## src/trio_pkg.sv

```systemverilog
package trio_pkg;

    localparam int XLEN      = 32;
    localparam int NUM_LANES = 3;

    typedef logic [XLEN-1:0] word_t;
    typedef logic [4:0]      reg_idx_t;

    // Major opcodes the lanes execute
    // Any other opcode retires as a nop
    typedef enum logic [6:0] {
        OPC_OP     = 7'b0110011,
        OPC_OP_IMM = 7'b0010011,
        OPC_LUI    = 7'b0110111,
        OPC_LOAD   = 7'b0000011,
        OPC_STORE  = 7'b0100011
    } opcode_t;

    // One instruction buffer slot
    typedef struct packed {
        word_t pc;
        word_t instr;
    } fetch_entry_t;

    // Word access on the data port
    typedef struct packed {
        word_t addr;
        word_t wdata;
        logic  we;
    } dmem_req_t;

    typedef struct packed {
        word_t cycles;
        word_t retired;
        word_t arb_stalls;
        word_t buffer_full;
    } perf_t;

endpackage
```

## src/exec_lane.sv

```systemverilog
`timescale 1ns/1ps

module exec_lane import trio_pkg::*; (
    input  logic         clk,
    input  logic         reset,
    input  logic         i_valid,
    input  fetch_entry_t i_entry,
    input  word_t        i_rs1_data,
    input  word_t        i_rs2_data,
    input  logic         i_grant,
    input  word_t        i_rdata,
    input  logic         i_rvalid,
    output reg_idx_t     o_rs1_addr,
    output reg_idx_t     o_rs2_addr,
    output logic         o_busy,
    output logic         o_we,
    output reg_idx_t     o_wr_addr,
    output word_t        o_wr_data,
    output logic         o_mem_valid,
    output dmem_req_t    o_mem_req,
    output logic         o_retire
);

    opcode_t    opcode;
    logic [2:0] funct3;
    reg_idx_t   rd;
    word_t      imm_i;
    word_t      imm_s;
    word_t      operand_b;
    word_t      alu_result;
    logic       alu_hit;
    logic       is_load;
    logic       is_mem_new;
    dmem_req_t  new_req;
    logic       mem_done;
    logic       pend;
    logic       wait_data;
    dmem_req_t  pend_req;
    reg_idx_t   pend_rd;

    // ============================================================
    // Decode and ALU
    // ============================================================
    assign opcode     = opcode_t'(i_entry.instr[6:0]);
    assign funct3     = i_entry.instr[14:12];
    assign rd         = i_entry.instr[11:7];
    assign o_rs1_addr = i_entry.instr[19:15];
    assign o_rs2_addr = i_entry.instr[24:20];

    assign imm_i     = {{20{i_entry.instr[31]}}, i_entry.instr[31:20]};
    assign imm_s     = {{20{i_entry.instr[31]}}, i_entry.instr[31:25], i_entry.instr[11:7]};
    assign operand_b = (opcode == OPC_OP) ? i_rs2_data : imm_i;

    always_comb begin
        alu_hit    = (opcode == OPC_OP) || (opcode == OPC_OP_IMM);
        alu_result = '0;
        case (funct3)
            3'b000: begin
                if (opcode == OPC_OP && i_entry.instr[30]) begin
                    alu_result = i_rs1_data - operand_b;
                end else begin
                    alu_result = i_rs1_data + operand_b;
                end
            end
            // SLT only, SLTI is not supported
            3'b010: begin
                alu_result = {31'b0, $signed(i_rs1_data) < $signed(operand_b)};
                alu_hit    = (opcode == OPC_OP);
            end
            3'b100:  alu_result = i_rs1_data ^ operand_b;
            3'b110:  alu_result = i_rs1_data | operand_b;
            3'b111:  alu_result = i_rs1_data & operand_b;
            default: alu_hit = 1'b0;
        endcase
        if (opcode == OPC_LUI) begin
            alu_hit    = 1'b1;
            alu_result = {i_entry.instr[31:12], 12'h000};
        end
    end

    // ============================================================
    // Memory access
    // ============================================================
    assign is_load       = (opcode == OPC_LOAD);
    assign is_mem_new    = i_valid && (is_load || opcode == OPC_STORE);
    assign new_req.addr  = i_rs1_data + (is_load ? imm_i : imm_s);
    assign new_req.wdata = i_rs2_data;
    assign new_req.we    = !is_load;

    assign o_mem_valid = is_mem_new || (pend && !wait_data);
    assign o_mem_req   = pend ? pend_req : new_req;
    // Store ends on grant, load on its data return
    assign mem_done    = (o_mem_valid && i_grant && o_mem_req.we) || (wait_data && i_rvalid);
    assign o_busy      = (is_mem_new || pend) && !mem_done;
    assign o_retire    = (i_valid && !is_mem_new) || mem_done;

    assign o_we      = (i_valid && alu_hit) || (wait_data && i_rvalid);
    assign o_wr_addr = wait_data ? pend_rd : rd;
    assign o_wr_data = wait_data ? i_rdata : alu_result;

    always_ff @(posedge clk or negedge reset) begin
        if (!reset) begin
            pend      <= 1'b0;
            wait_data <= 1'b0;
        end else if (mem_done) begin
            pend      <= 1'b0;
            wait_data <= 1'b0;
        end else if (o_mem_valid && i_grant) begin
            pend      <= 1'b1;
            wait_data <= 1'b1;
        end else if (is_mem_new) begin
            pend <= 1'b1;
        end
    end

    always_ff @(posedge clk) begin
        if (is_mem_new) begin
            pend_req <= new_req;
            pend_rd  <= rd;
        end
    end

endmodule

```

## config.mk

```make
export PLATFORM = sky130hd
export DESIGN_NAME = exec_lane
export DESIGN_NICKNAME = d
export VERILOG_FILES = /design/src/trio_pkg.sv /design/src/exec_lane.sv
export SDC_FILE = /design/constraint.sdc
export NUM_CORES = 1
export LEC_CHECK = 0
export ABC_CLOCK_PERIOD_IN_PS = 7100
export BUFFER_PORTS_ARGS = -buffer_cell sky130_fd_sc_hd__buf_2
export CAP_MARGIN = 20
export CORE_AREA = 3 3 145 147
export CTS_CLUSTER_DIAMETER = 80
export CTS_CLUSTER_SIZE = 40
export DETAILED_ROUTE_END_ITERATION = 6
export DIE_AREA = 0 0 148 150
export PLACE_DENSITY_LB_ADDON = 0.3
export SLEW_MARGIN = 10
export SYNTH_ARGS = -nofsm -noshare
export SYNTH_HDL_FRONTEND = slang
export SYNTH_SLANG_ARGS = --single-unit
```

## constraint.sdc

```tcl
create_clock -name clk -period 7.1 [get_ports clk]
set_clock_uncertainty 0.1 [all_clocks]
set_input_delay 1.065 -clock clk [delete_from_list [all_inputs] [get_ports clk]]
set_output_delay 1.065 -clock clk [all_outputs]
set_load 0.05 [all_outputs]
```

==> flow_summary.ini, run 1 <==
[clock_network]
cts_setup_buffers = 0
cts_hold_buffers = 0
clk_path_buf_depth = 2
clk_latency_ps = 350
htreeDepth = 3
cts-buffers-inserted = 9
clock_sinks = 72
cts-root-buf = clkbuf_16
path_clk_slew_ps = 70
cts_tree = yes

[route]
wl_mm = 40.43
drcViolationCount = 0
wl_per_cell_microns = 22.07
vias = 11330
drtPass1Iterations = 5
detail-route-antenna-nets = 0
drt_iter0_markers = 896
drt-vias-per-instance = 6.187

[layout]
area_growth_pct = 17.09
nNetsFinal = 1852
final_util_pct = 63.26
diodes = 0
drive_above_1_share_pct = 26.25
multiInputGateArea_sq_um = 7840
area.sequential_sq_um = 2155
nFillCells = 1874

[sta]
worst_pin_slew_ps = 788.4
final_max_slew_viol_count = 0
period_share_pct = 97.37
maxSlewHeadroom_pct = 47.38
setup_viol = 0
clock.fmax_mhz = 144.7
hold_viol_final = 0
min_period_ps = 6913
setup_tns_ps = 0

[synthesis]
synth_top_cells_by_area = edfxtp_1, ha_1, mux2_2
syn_nets = 1647
syn_area_sq_um = 10830
ys_seq_elements = 72
synth_ff_type = edfxtp_1
synth-edff-count = 70
yosys.area.top_type = edfxtp_1
synth_cell_types = 81
postSynthCellCount = 1352
synth_seq_area_share_pct = 19.88
synth_area_per_cell_sq_um = 8.008
netlist.area_leader.share_pct = 19.42
async_flop_share_pct = 2.778
yosys_warnings = 0

[global_route]
grt_first_pass_wirelength_mm = 60.88
grt_use_total_pct = 34.89
grt_pass1_vias = 10720
grt_max_degree = 55
antenna_found_initial = 0
grt_overflow = 0

[pwr]
p_seq_share_pct = 17.1
clockPowerShare_pct = 19.2
switchingPower_mw = 1.519
comb_power_share_pct = 63.7
irDropWorstVdd_mv = 0.1779
power_leakage_nw = 5.951
p_per_area_nw_per_um2 = 223.5
switching_share_pct = 53.58
p_int_mw = 1.315
power_mw = 2.834

[worst_setup_path]
endpoint_kind = output port
critPathArrivalTime_ps = 5750
crit_required_ps = 5930
start_kind = input pin
critical_path_peak_fanout = 4
worstSetupPathType = in -> out

[die]
die_x_microns = 148
initial_core_util_pct = 54.03
die_h_microns = 150
row_count = 52
ioPinCount = 281
fp.dieArea_sq_um = 22200
coreArea_sq_um = 20040

[min_path]
hold_class = in -> async

[placed_design]
place.gp.congestion = 1.001
io_buffers = 248
dpl.hpwl_mm = 31.13

[run]
maxCapViolCount = 0

[status]
status = completed
## cells in the final DEF, fill, tap and decap left out, drive strengths merged, types with 30 or more instances in the layout
| cell type | Yosys | routed |
|---|---|---|
| buf | 29 | 283 |
| nand2 | 140 | 140 |
| inv | 128 | 131 |
| ha | 127 | 127 |
| a21oi | 127 | 127 |
| o21ai | 79 | 79 |
| nor2 | 73 | 73 |
| mux2 | 73 | 73 |
| edfxtp | 70 | 70 |
| a21o | 54 | 54 |
| xnor2 | 43 | 43 |
| mux2i | 30 | 30 |
## critical path: stages
cell and delay [ps]:
buf_2 100, nor4bb_1 320, buf_4 200, and4b_2 360, mux2_2 400, ha_1 220
fa_1 440, o21ba_1 200, or4_4 450, a311oi_2 310, nor3_2 130, o221ai_2 190
a41oi_1 190, buf_4 200, o211ai_1 210, xnor2_1 150, o31ai_2 320, clkbuf_4 300
## state kept, by name, indices dropped and copies added (netlist names)
name / cells
pend: 1
wait_data: 1
pend_rd: 5
pend_req: 65
## per-layer routing
metal	track usage, %	vias up	routed length, microns
li1	-	5323	-
met1	45.87	5347	16590
met2	58.58	583	18760
met3	5.058	81	3578
met4	12.56	0	1505
met5	0	-	0
## repair_timing
item	CTS	global route
endpoints found under the setup margin	0	8
hold endpoints to repair	0	0
gates resized for setup	0	10
## Yosys cell counts, types with 10 or more instances
library cell and number:
buf_4 11, o221ai_1 13, o21ai_1 11, nor3_1 24, o31ai_1 18, o21a_1 13
xnor2_1 43, nor2b_1 13, and3_1 12, clkbuf_1 61, a21o_1 54, edfxtp_1 70
mux2_2 71, a31oi_1 10, inv_1 125, o211ai_1 11, mux2i_1 30, a21oi_1 125
nand3_1 22, nor2_1 73, buf_2 10, ha_1 127, nand2_1 140, a211oi_1 13
a22oi_1 22, o21bai_1 12, o21ai_0 68
## worst paths after layout
| check | to | start | depth (start not counted) | slack (ps) |
|---|---|---|---|---|
| worst max-delay path | o_wr_data[30] | i_entry[3] | 18 | 190 |
| worst min-delay path | wait_data | reset | 1 | 380 |
| worst max register to register | pend | wait_data | 5 | 5360 |
| worst min register to register | wait_data | pend_req[0] | 4 | 680 |
| max in group asynchronous | pend | reset | 1 | 6400 |
| min in group clk | wait_data | pend_req[0] | 4 | 680 |
## power groups by stage
stage                     logic, mW  registers [mW]  clock network [mW]
after detailed placement       1.78           0.494                   0
after global placement         1.77           0.494                   0
after CTS                      1.79           0.484               0.559
after global routing           1.91           0.485               0.570
after floorplan                1.32           0.492                   0
final                          1.80           0.485               0.545
## cell type report
| class | count | share of cell area (%) |
|---|---|---|
| flip-flops and latches | 72 | 17.00 |
| inverters | 130 | 3.849 |
| clock buffers | 9 | 1.777 |
| well taps | 270 | 2.665 |
| clock inverters | 7 | 0.8093 |
| multi-input cells | 1060 | 61.84 |
| repair buffers | 284 | 12.06 |
## cell families after synthesis
| group | Yosys count | synth area share (%) |
|---|---|---|
| multiplexers | 103 | 10.37 |
| AO/OA/AOI/OAI | 447 | 28.34 |
| flip-flops | 72 | 19.88 |
| XOR/XNOR | 50 | 4.045 |
| buffers and inverters | 220 | 8.124 |
| adder cells (fa/ha/maj) | 130 | 15.23 |
| AND/OR/NAND/NOR | 330 | 14.02 |
## per-stage QoR
step | area (sq um) | hold WS [ps] | setup slack [ps] | cells
CTS | 12630 | 370.0 | 101.4 | 1832
global placement | 12310 | 647.2 | 115.4 | 1816
floorplan | 10830 | 669.4 | 269.0 | 1352
detailed placement | 12310 | 661.3 | 124.7 | 1816
global route | 12680 | 375.3 | -2.950 | 1832
finish | 12680 | 380.2 | 186.9 | 1832
Note: power is estimated with default switching activity, not from simulation.
==> inputs of run 2 (changes only) <==
--- a/config.mk
+++ b/config.mk
@@ -9,6 +9,7 @@
 export BUFFER_PORTS_ARGS = -buffer_cell sky130_fd_sc_hd__buf_2
 export CAP_MARGIN = 20
 export CORE_AREA = 3 3 145 147
+export CTS_BUF_LIST = sky130_fd_sc_hd__clkbuf_8
 export CTS_CLUSTER_DIAMETER = 80
 export CTS_CLUSTER_SIZE = 40
 export DETAILED_ROUTE_END_ITERATION = 6
==> flow_summary.ini, run 2 (same netlist as run 1, synthesis figures left out) <==
[status]
status = completed

[worst_setup_path]
worstRegToRegCells = 5
critPathArrivalTime_ps = 5730
critical_path_peak_fanout = 4
r2r-start = wait_data
crit_required_ps = 5930
r2r_slack_ps = 5340
worstSetupPathType = in -> out
start_kind = input pin
reg2reg_to = pend
endpoint_kind = output port

[global_route]
grt_max_degree = 55
antenna_found_initial = 1
grt_first_pass_wirelength_mm = 60.61
grt_pass1_vias = 10690
grt_use_total_pct = 34.70
grt_overflow = 0

[sta]
clock.fmax_mhz = 145.1
setup_slack_ps = 206.1
maxSlewHeadroom_pct = 47.51
worst_pin_slew_ps = 786.5
setup_viol = 0
hold_viol_final = 0
setup_tns_ps = 0
min_period_ps = 6894
final_max_slew_viol_count = 0
period_share_pct = 97.10

[layout]
drive_above_1_share_pct = 26.25
area_growth_pct = 16.16
final_util_pct = 62.76
final_cell_mix = buf_2, nand2_1, ha_1, a21oi_1, inv_1
diodes = 0
layout_commonest_cell = buf_2
largest_reg_flops = 65
regMostFlops = pend_req
reg.largest.list = pend_req x65, pend_rd x5
finalInstanceArea_sq_um = 12580
nNetsFinal = 1852

[pwr]
power_leakage_nw = 5.905
switchingPower_mw = 1.512
clockPowerShare_pct = 15.8
irDropWorstVdd_mv = 0.1757
p_per_area_nw_per_um2 = 216.1
power_mw = 2.717
p_seq_share_pct = 17.8
p_int_mw = 1.205
comb_power_share_pct = 66.4
switching_share_pct = 55.66

[die]
fp.dieArea_sq_um = 22200
die_h_microns = 150
coreArea_sq_um = 20040
initial_core_util_pct = 54.03
ioPinCount = 281
row_count = 52
die_x_microns = 148

[min_path]
hold_class = in -> async

[route]
drtPass1Iterations = 5
detail-route-antenna-nets = 0
drt_iter0_markers = 851
drcViolationCount = 0
drt-vias-per-instance = 6.200
vias = 11360
wl_mm = 40.31
wl_per_cell_microns = 22.00

[clock_network]
cts_tree = yes
cts_setup_buffers = 0
cts-root-buf = clkbuf_8
clk_latency_ps = 380
htreeDepth = 3
clk_path_buf_depth = 2
cts-buffers-inserted = 9
path_clk_slew_ps = 110
clock_sinks = 72

[placed_design]
place_ws_ps = 124.7
place.gp.congestion = 1.001
io_buffers = 248
place_area_sq_um = 12310
dpl.hpwl_mm = 31.13

[run]
maxCapViolCount = 0
==> run 2: changes by cell type in the layout (fill, tap and decap cells not counted) <==
cell       delta
clkbuf_8      +9
clkbuf_16     -9
==> run 2: what timing repair did <==
item / in CTS / in global routing
resized for setup: 0 / 10
endpoints found under the setup margin: 0 / 8
hold buffers: 0 / 0
==> run 2: area by class of cell <==
type                            count  area (sq um)
Inverter                          130         488.0
Clock buffer                        9         123.9
Tap cell                          270         337.8
Fill cell                        1894          7463
Multi-Input combinational cell   1060          7840
Timing Repair Buffer              284          1529
Clock inverter                      7         102.6
Sequential cell                    72          2155
==> run 2: how the worst max path moves through the flow <==
stage | start | end
3_5_place_dp | i_entry[0] | o_wr_data[27]
2_1_floorplan | i_entry[3] | o_wr_data[26]
5_1_grt | i_entry[3] | o_wr_data[13]
4_1_cts | i_entry[0] | o_wr_data[27]
3_3_place_gp | i_entry[3] | o_wr_data[27]
6_report | i_entry[3] | o_wr_data[30]
==> run 2: power by group through the flow <==
stage / clock network, mW / logic [mW] / registers (mW)
2_1_floorplan: 0 / 1.32 / 0.492
3_3_place_gp: 0 / 1.77 / 0.494
3_5_place_dp: 0 / 1.78 / 0.494
4_1_cts: 0.432 / 1.78 / 0.484
5_1_grt: 0.442 / 1.91 / 0.485
6_report: 0.428 / 1.80 / 0.484
==> run 2: routing by layer <==
metal / part of all wire [%] / global-route usage [%] / vias up / wire [microns]
li1: - / - / 5328 / -
met1: 42 / 45.77 / 5411 / 17040
met2: 46 / 58.03 / 540 / 18580
met3: 7.7 / 4.603 / 80 / 3103
met4: 3.9 / 13.21 / 0 / 1589
met5: 0 / 0 / - / 0
==> run 2: critical path, stage by stage <==
cell and delay, ps:
buf_2 100, nor4bb_1 320, buf_4 200, and4b_2 360, mux2_2 400, ha_1 220
fa_1 440, o21ba_1 200, or4_4 450, a311oi_2 310, nor3_2 130, o221ai_2 190
a41oi_1 180, buf_4 190, o211ai_1 210, xnor2_1 150, o31ai_2 320, clkbuf_4 290
==> run 2: through the flow <==
stage          cells  hold slack [ps]
3_3_place_gp    1816            647.2
5_1_grt         1832            337.4
3_5_place_dp    1816            661.3
4_1_cts         1832            337.9
6_report        1832            343.8
2_1_floorplan   1352            669.4
==> inputs of run 3 (changes only) <==
--- a/config.mk
+++ b/config.mk
@@ -5,15 +5,16 @@
 export SDC_FILE = /design/constraint.sdc
 export NUM_CORES = 1
 export LEC_CHECK = 0
+export ABC_AREA = 1
 export ABC_CLOCK_PERIOD_IN_PS = 7100
 export BUFFER_PORTS_ARGS = -buffer_cell sky130_fd_sc_hd__buf_2
 export CAP_MARGIN = 20
-export CORE_AREA = 3 3 145 147
+export CORE_AREA = 3 3 155 157
 export CTS_BUF_LIST = sky130_fd_sc_hd__clkbuf_8
 export CTS_CLUSTER_DIAMETER = 80
 export CTS_CLUSTER_SIZE = 40
 export DETAILED_ROUTE_END_ITERATION = 6
-export DIE_AREA = 0 0 148 150
+export DIE_AREA = 0 0 158 160
 export PLACE_DENSITY_LB_ADDON = 0.3
 export SLEW_MARGIN = 10
 export SYNTH_ARGS = -nofsm -noshare
==> flow_summary.ini, run 3 <==
[synthesis]
syn_nets = 2458
netlist.area_leader.share_pct = 24.21
yosys_warnings = 0
synth_area_per_cell_sq_um = 5.742
syn_area_sq_um = 12420
synth_seq_area_share_pct = 17.33
postSynthCellCount = 2163
yosysMostFrequentCell = nand2_1
ys_seq_elements = 72
synth_top_cells_by_area = nand2_1, edfxtp_1, ha_1
synth_ff_type = edfxtp_1
async_flop_share_pct = 2.778
yosys.area.top_type = nand2_1
synth_cell_types = 56
synth-edff-count = 70
synthTopCellsByCount = nand2_1, inv_1, nor2_1

[global_route]
grt_first_pass_wirelength_mm = 73.13
grt_pass1_vias = 13190
antenna_found_initial = 2
grt_overflow = 0
grt_max_degree = 71
grt_use_total_pct = 37.17

[sta]
rsz0062_at_grt = false
hold_viol_final = 0
worst_pin_slew_ps = 1029
clock.fmax_mhz = 151.5
period_share_pct = 92.94
setup_tns_ps = 0
setup_slack_ps = 501.4
min_period_ps = 6599
final_max_slew_viol_count = 0
setup_viol = 0
maxSlewHeadroom_pct = 31.23

[worst_setup_path]
worstSetupPathType = in -> out
cp_slowest_cell = o21ai_0
endpoint_kind = output port
r2r_slack_ps = 5270
critical_path_peak_fanout = 43
start_kind = input pin
r2r-start = wait_data
crit_required_ps = 5930
worstRegToRegCells = 5
reg2reg_to = pend
critPathTopFamily = simple AND/OR/NAND/NOR gates
slowest_delay_ps = 610
path_buf_inv = 5
path_common_cell = nand2_1
critPathArrivalTime_ps = 5430
path_cells = buf_2, nand2_1, nor2_2, nand2_1, buf_4, o21ai_0, ha_1, nand2_1, inv_1, nand2_1, inv_1, nand2_1, nand3_1, nand3_1, nand2_1, nand2_1, nand2_1, nand2_1, nand3_1, nand2_1, nand2_1, a21oi_1, buf_2

[layout]
drive_above_1_share_pct = 14.26
multiInputGateArea_sq_um = 8478
layout_commonest_cell = nand2_1
final_util_pct = 61.55
area_growth_pct = 12.20
nFillCells = 2311
nNetsFinal = 2653
finalInstanceArea_sq_um = 13930
final_cell_mix = nand2_1, inv_1, buf_2, nor2_1, nand3_1
area.sequential_sq_um = 2153
regMostFlops = pend_req
reg.largest.list = pend_req x65, pend_rd x5
largest_reg_flops = 65
fin_cells = 2649

[pwr]
power_leakage_nw = 7.933
p_per_area_nw_per_um2 = 200.4
irDropWorstVdd_mv = 0.1751

[route]
wl_per_cell_microns = 18.43
drtPass1Iterations = 6
detail-route-antenna-nets = 0
drt-vias-per-instance = 5.544
vias = 14690
drcViolationCount = 0
wl_mm = 48.83
drt_iter0_markers = 1483

[die]
fp.dieArea_sq_um = 25280
die_x_microns = 158
row_count = 55
initial_core_util_pct = 54.85
ioPinCount = 281
die_h_microns = 160
coreArea_sq_um = 22640

[clock_network]
htreeDepth = 3
path_clk_slew_ps = 90
clk_path_buf_depth = 2
cts_hold_buffers = 0
clock_sinks = 72
cts_setup_buffers = 0
ctsResizeCount = 0
cts-root-buf = clkbuf_8
cts_tree = yes
cts-buffers-inserted = 9
clk_latency_ps = 370

[placed_design]
place_ws_ps = 814.8
io_buffers = 248
dp.cells = 2631
place_area_sq_um = 13710
dpl.hpwl_mm = 40.22
place.gp.congestion = 1.025

[status]
status = completed

[run]
maxCapViolCount = 0

[min_path]
hold_class = in -> async
==> run 3: cell types whose count changed in the layout (fill, tap and decap cells not counted), moves of 23 or more <==
cell | before | now
nand2_1 | 140 | 801
inv_1 | 124 | 355
nand3_1 | 22 | 130
nor2_1 | 73 | 172
mux2_2 | 71 | 0
a21o_1 | 54 | 6
xnor2_1 | 43 | 9
mux2i_1 | 30 | 0
buf_4 | 36 | 13
==> run 3: power breakdown <==
part	leakage (nW)	switching, mW	internal, mW	total, mW
logic	7.17	1.49	0.454	1.94
clock network	0.105	0.188	0.177	0.364
registers	0.659	0.00189	0.482	0.484
total	7.93	1.68	1.11	2.79
==> run 3: worst max path at each step <==
stage                    end  startpoint  slack [ps]  cells past startpoint
5_1_grt        o_wr_data[20]  i_entry[4]         270                     22
3_5_place_dp   o_wr_data[29]  i_entry[4]         810                     18
3_3_place_gp   o_wr_data[29]  i_entry[3]         890                     19
6_report       o_wr_data[20]  i_entry[4]         500                     23
4_1_cts        o_wr_data[29]  i_entry[4]         800                     18
2_1_floorplan       o_retire  i_entry[3]        1010                     10
==> run 3: stage by stage <==
stage / power, mW / hold WS (ps)
6_report: 2.792 / 366.1
2_1_floorplan: 1.909 / 633.2
5_1_grt: 2.943 / 353.5
3_3_place_gp: 2.387 / 729.2
4_1_cts: 2.763 / 360.6
3_5_place_dp: 2.402 / 720.8
==> run 3: cell families (layout without fill, tap and decap cells) <==
kind of cell,count (synthesis),count (layout),synth area share (%)
other cells,0,1,0
compound gates,298,298,13.58
simple gates,1187,1187,39.25
xor+xnor,28,28,2.035
fa+ha+maj,130,130,13.28
buf+inv,448,648,14.53
flops,72,72,17.33
==> run 3: final cells by class <==
type	instances	share of cell area, %
clock inverter	6	0.5387
tap	285	2.559
clock buffer	10	0.9877
timing repair buffer	261	9.608
multi-input combinational	1643	60.84
inverter	371	9.994
antenna	1	0.01796
sequential	72	15.45
==> run 3: worst register-to-register path: cells and delay by family (launching register included) <==
family                 cells  cell delay (ps)
AOI/OAI and AO/OA          2              390
DFF                        1              330
buffers and inverters      3              860
==> run 3: metal layers <==
layer	vias to the layer above	global-route usage [%]	share of wire (%)
met1	6556	48.12	40
met2	803	59.99	44
met5	-	0	0.027
met3	150	7.371	9.9
met4	2	16.11	5.4
li1	7175	-	-
